### src/source/rfPkg.sv
package rfPkg;

  // Register width and selector width follow from the instruction set
  localparam int DataWidth = 32;
  localparam int SelWidth = 5;

  // Addressable registers, register zero included
  localparam int NumRegs = 32;

  // One register value
  typedef logic [DataWidth-1:0] rfData_t;

  // Register selector as it arrives on the read and write ports
  typedef logic [SelWidth-1:0] regSel_t;

  // One bit per addressable register; bit zero stays clear
  typedef logic [NumRegs-1:0] regMask_t;

  // Whole bank of stored registers, register zero has no storage
  typedef rfData_t regArray_t [1:NumRegs-1];

endpackage
### src/source/rf.sv
`timescale 1ns/1ps

module rf import rfPkg::*; (
  input  logic    clk,
  input  logic    arstN,
  input  regSel_t read1Sel,
  input  regSel_t read2Sel,
  input  regSel_t writeSel,
  input  rfData_t writeData,
  input  logic    write,
  input  logic    save,
  input  logic    restore,
  output rfData_t read1Data,
  output rfData_t read2Data
);

  regMask_t  writeEn;
  logic      loadShadow;
  regArray_t liveRegs;
  regArray_t savedRegs;

  // Write side, restore priority is settled in the decoder
  writeDecode decode0 (
    .writeSel   (writeSel),
    .write      (write),
    .restore    (restore),
    .writeEn    (writeEn),
    .loadShadow (loadShadow)
  );

  // Live registers and both read ports
  registerBank live0 (
    .clk        (clk),
    .arstN      (arstN),
    .writeEn    (writeEn),
    .loadShadow (loadShadow),
    .writeData  (writeData),
    .savedRegs  (savedRegs),
    .read1Sel   (read1Sel),
    .read2Sel   (read2Sel),
    .read1Data  (read1Data),
    .read2Data  (read2Data),
    .liveRegs   (liveRegs)
  );

  // Save and restore on the same edge swap the two banks
  shadowBank shadow0 (
    .clk       (clk),
    .arstN     (arstN),
    .save      (save),
    .liveRegs  (liveRegs),
    .savedRegs (savedRegs)
  );

endmodule

### src/source/registerBank.sv
`timescale 1ns/1ps

module registerBank import rfPkg::*; (
  input  logic      clk,
  input  logic      arstN,
  input  regMask_t  writeEn,
  input  logic      loadShadow,
  input  rfData_t   writeData,
  input  regArray_t savedRegs,
  input  regSel_t   read1Sel,
  input  regSel_t   read2Sel,
  output rfData_t   read1Data,
  output rfData_t   read2Data,
  output regArray_t liveRegs
);

  // Next value for each word: shadow copy on restore, else the write data
  regArray_t nextRegs;

  // Selector zero is the hardwired zero register
  function automatic rfData_t pickReg(regSel_t sel, regArray_t regs);
    rfData_t value;
    if (sel == '0) begin
      value = '0;
    end else begin
      value = regs[sel];
    end
    return value;
  endfunction

  always_comb begin
    for (int i = 1; i < NumRegs; i++) begin
      nextRegs[i] = loadShadow ? savedRegs[i] : writeData;
    end
  end

  for (genvar i = 1; i < NumRegs; i++) begin : gWord
    always_ff @(posedge clk or negedge arstN) begin
      if (!arstN) begin
        liveRegs[i] <= '0;
      end else if (writeEn[i]) begin
        liveRegs[i] <= nextRegs[i];
      end
    end
  end

  // Both ports are plain indexed selects of the live bank
  assign read1Data = pickReg(read1Sel, liveRegs);
  assign read2Data = pickReg(read2Sel, liveRegs);

  // Register zero reads as zero on either port, whatever was written to it
  assert property (@(posedge clk) disable iff (!arstN)
    (read1Sel == '0) |-> (read1Data == '0))
    else $error("registerBank: read port 1 returned nonzero for register zero");

  assert property (@(posedge clk) disable iff (!arstN)
    (read2Sel == '0) |-> (read2Data == '0))
    else $error("registerBank: read port 2 returned nonzero for register zero");

endmodule

### src/source/shadowBank.sv
`timescale 1ns/1ps

module shadowBank import rfPkg::*; (
  input  logic      clk,
  input  logic      arstN,
  input  logic      save,
  input  regArray_t liveRegs,
  output regArray_t savedRegs
);

  // Checkpoint copy, one word per live register
  for (genvar i = 1; i < NumRegs; i++) begin : gWord
    always_ff @(posedge clk or negedge arstN) begin
      if (!arstN) begin
        savedRegs[i] <= '0;
      end else if (save) begin
        // Takes the pre-edge live value, so a same-cycle write is not captured
        savedRegs[i] <= liveRegs[i];
      end
    end
  end

endmodule

### src/source/writeDecode.sv
`timescale 1ns/1ps

module writeDecode import rfPkg::*; (
  input  regSel_t  writeSel,
  input  logic     write,
  input  logic     restore,
  output regMask_t writeEn,
  output logic     loadShadow
);

  // Restore wins over a normal write, so the data source is picked here
  assign loadShadow = restore;

  always_comb begin
    writeEn = '0;
    // Register zero has no storage and never gets an enable
    for (int i = 1; i < NumRegs; i++) begin
      if (restore) begin
        writeEn[i] = 1'b1;
      end else begin
        writeEn[i] = write && (writeSel == regSel_t'(i));
      end
    end
  end

  // Outside a restore the decode is one-hot or idle
  always_comb begin
    assert final (restore || $onehot0(writeEn))
      else $error("writeDecode: more than one write enable without restore");
  end

endmodule

### config.mk
export PLATFORM = sky130hd
export DESIGN_NAME = rf
export DESIGN_NICKNAME = d
export VERILOG_FILES = /design/src/source/rfPkg.sv /design/src/source/rf.sv /design/src/source/registerBank.sv /design/src/source/shadowBank.sv /design/src/source/writeDecode.sv
export SDC_FILE = /design/constraint.sdc
export NUM_CORES = 2
export LEC_CHECK = 0
export BUFFER_PORTS_ARGS = -buffer_cell sky130_fd_sc_hd__buf_4
export CAP_MARGIN = 10
export CORE_ASPECT_RATIO = 1.75
export CORE_MARGIN = 2
export CORE_UTILIZATION = 53
export CTS_BUF_LIST = sky130_fd_sc_hd__clkbuf_16
export CTS_CLUSTER_DIAMETER = 100
export CTS_CLUSTER_SIZE = 40
export DETAILED_ROUTE_END_ITERATION = 12
export PLACE_DENSITY_LB_ADDON = 0.25
export SYNTH_ARGS = -nofsm -noshare
export SYNTH_HDL_FRONTEND = slang
export SYNTH_HIERARCHICAL = 1
export SYNTH_SLANG_ARGS = --single-unit
### constraint.sdc
create_clock -name clk -period 5.4 [get_ports clk]
set_input_delay 0.54 -clock clk [delete_from_list [all_inputs] [get_ports clk]]
set_output_delay 0.54 -clock clk [all_outputs]
set_load 0.1 [all_outputs]
==> out/qor.txt <==
# nets final: 7806
Row count: 204
CTS max path bufs: 3
Final min period: 4.334 ns
Largest net degree at the start of global routing: 186
Max IR drop VDD: 0.0003121 V
CP Capture Type: output port
TritonCTS clock tree: built
Crit Path Category: in2out
Max Cap Violations: 0
PwrDens: 337.1 nW/µm²
Slowest CP cell: a21oi_1
Hold buffers post-CTS: 1
Rel. slew slack: 10.45%
First-pass GRT wire length: 428.9 mm
Worst-Margin Slew: 1.329 ns
DRT Pass-1 Iters: 6
FMAX: 0.2307 GHz
Crit path required time: 4.86 ns
RD Place Congestion: 0.8351
Final Power: 0.03313 W
WL met2: 139.2 mm
CP max FO: 57
Top Layer Used: met5
Total grt overflow: 0
Routed wire length on met3: 19.83 mm
Vias in the first global route: 67400
End-of-flow core utilization: 55.71%
H-tree Lvls: 2
Final Cycle Share: 80.25%
Crit-path max cell delay: 0.69 ns
Endpoints failing hold: 0
Total clock buffers created by CTS: 56
Number of routed nets with antenna violations: 0
Reg2Reg Depth: 1
Share of layout cells above drive strength 1: 24.46%
Post-detail-place hpwl: 167.8 mm
Synthesized area: 94130 µm²
IO buf count: 115
Average size of a mapped cell: 11.56 µm²
Syn Inst Count: 8143
Clock Sinks: 1984
WL met1: 110.5 mm
Clock transition at path regs: 0.14 ns
Initial antenna violation count: 7
Initial core utilization: 53.37%
Total setup buffers inserted after CTS: 0
Hold path cells: 4
RSZ-0062 raised after global routing: no
Setup TNS: 0 ns
Full die area: 181100 µm²
Gr usage total: 31.43%
Vias/cell: 6.572
DR DRC count: 0
Ys Warns: 6
Status: finished clean
Leak pwr: 38.70 nW
Synthesized Nets: 8195
Clock skew: 0.06438 ns
Floorplan core area: 176400 µm²
Die span in y: 561.5 µm
Iter 0 DRT Violations: 6916
Layout fillers: 14730
Final setup viols: 0
CP Launch Type: input port
Insertion delay to the later sink of the worst-skew pair: 0.79 ns
Total vias in the final route: 66590
Number of top-level pins: 116
Total wire length: 285.6 mm
Final slew viol count: 0
Crit path arrival time: 3.79 ns
Area Overhead vs Synth: 4.392%
CTS root buffer: clkbuf_16
Post-CTS resize count: 0
Crit-path cells: buf_8, buf_12, mux2i_1, a21oi_1, o21ai_0, o22a_1, o21ai_1, buf_4
Min-delay worst type: in2reg
DR WL/cell: 28.19 µm
Die X: 322.6 µm
-- layout make-up --
class	count	area, µm²	share of cell area [%]
Antenna cell	6	15.01	0.01528
Clock buffer	57	1426	1.452
Clock inverter	3	53.80	0.05475
Inverter	2	12.51	0.01273
Multi-Input combinational cell	5406	41190	41.92
Sequential cell	1984	49650	50.52
Tap cell	2369	2964	3.016
Timing Repair Buffer	304	2957	3.009
-- per-layer routing --
layer	GRT usage (%)	vias to the layer above
li1	-	28350
met1	41.07	34890
met2	51.80	2710
met3	4.284	628
met4	15.35	2
met5	0	-
-- final timing paths --
check	start	to	slack, ns
max in group asynchronous	arstN	shadow0/savedRegs[933]	3.39
max reg2reg	live0/liveRegs[811]	shadow0/savedRegs[811]	4.51
min in group asynchronous	arstN	live0/liveRegs[713]	0.33
min reg2reg	shadow0/savedRegs[875]	shadow0/savedRegs[875]	0.51
max	read1Sel[0]	read1Data[24]	1.07
min	writeData[17]	live0/liveRegs[465]	0.24
-- metrics by stage --
stage	instance area, µm²	hold slack, ns	worst slack [ns]	instances
CTS	98250	0.2258	1.115	10130
finish	98260	0.2359	1.066	10130
global placement	96760	0.4884	1.110	10060
detailed placement	96760	0.4951	1.114	10060
global route	98250	0.2932	1.119	10130
floorplan	94130	0.2444	0.9406	8143
-- flip-flops by register name, indices dropped and copies added, names as in the netlist --
signal and count:
live0/liveRegs 992, shadow0/savedRegs 992
-- critical path: cells and delay by family --
family / cells / cell delay (ns)
AOI/OAI and AO/OA: 4 / 1.70
buffers and inverters: 3 / 1.01
muxes: 1 / 0.37
-- report_power, final --
group | internal [W] | switching, W
clock | 0.00193 | 0.00443
combinational | 0.00344 | 0.00415
sequential | 0.0173 | 0.00191
-- layout by cell type, fill, tap and decap left out, types with 2 or more instances in the layout --
master,instances
a21o_4,11
a21oi_1,2089
a221oi_1,55
a22o_1,8
a22oi_1,39
a311oi_1,10
a31o_4,4
a31oi_1,10
and2_1,3
and4bb_1,3
buf_12,47
buf_4,246
buf_8,8
clkbuf_16,57
dfrtp_1,1984
diode_2,6
inv_1,2
mux2_2,1065
mux2i_1,169
mux4_2,395
nand2_1,190
nand2b_1,4
nand3_1,32
nand4_1,8
nand4b_1,3
nor2_1,1042
nor2b_1,58
nor2b_2,33
nor2b_4,6
nor3_1,49
o211ai_1,31
o21ai_0,40
o21bai_4,16
o221ai_1,7
o32a_1,7
or3_1,8
Note: power is estimated with default switching activity, not from simulation.
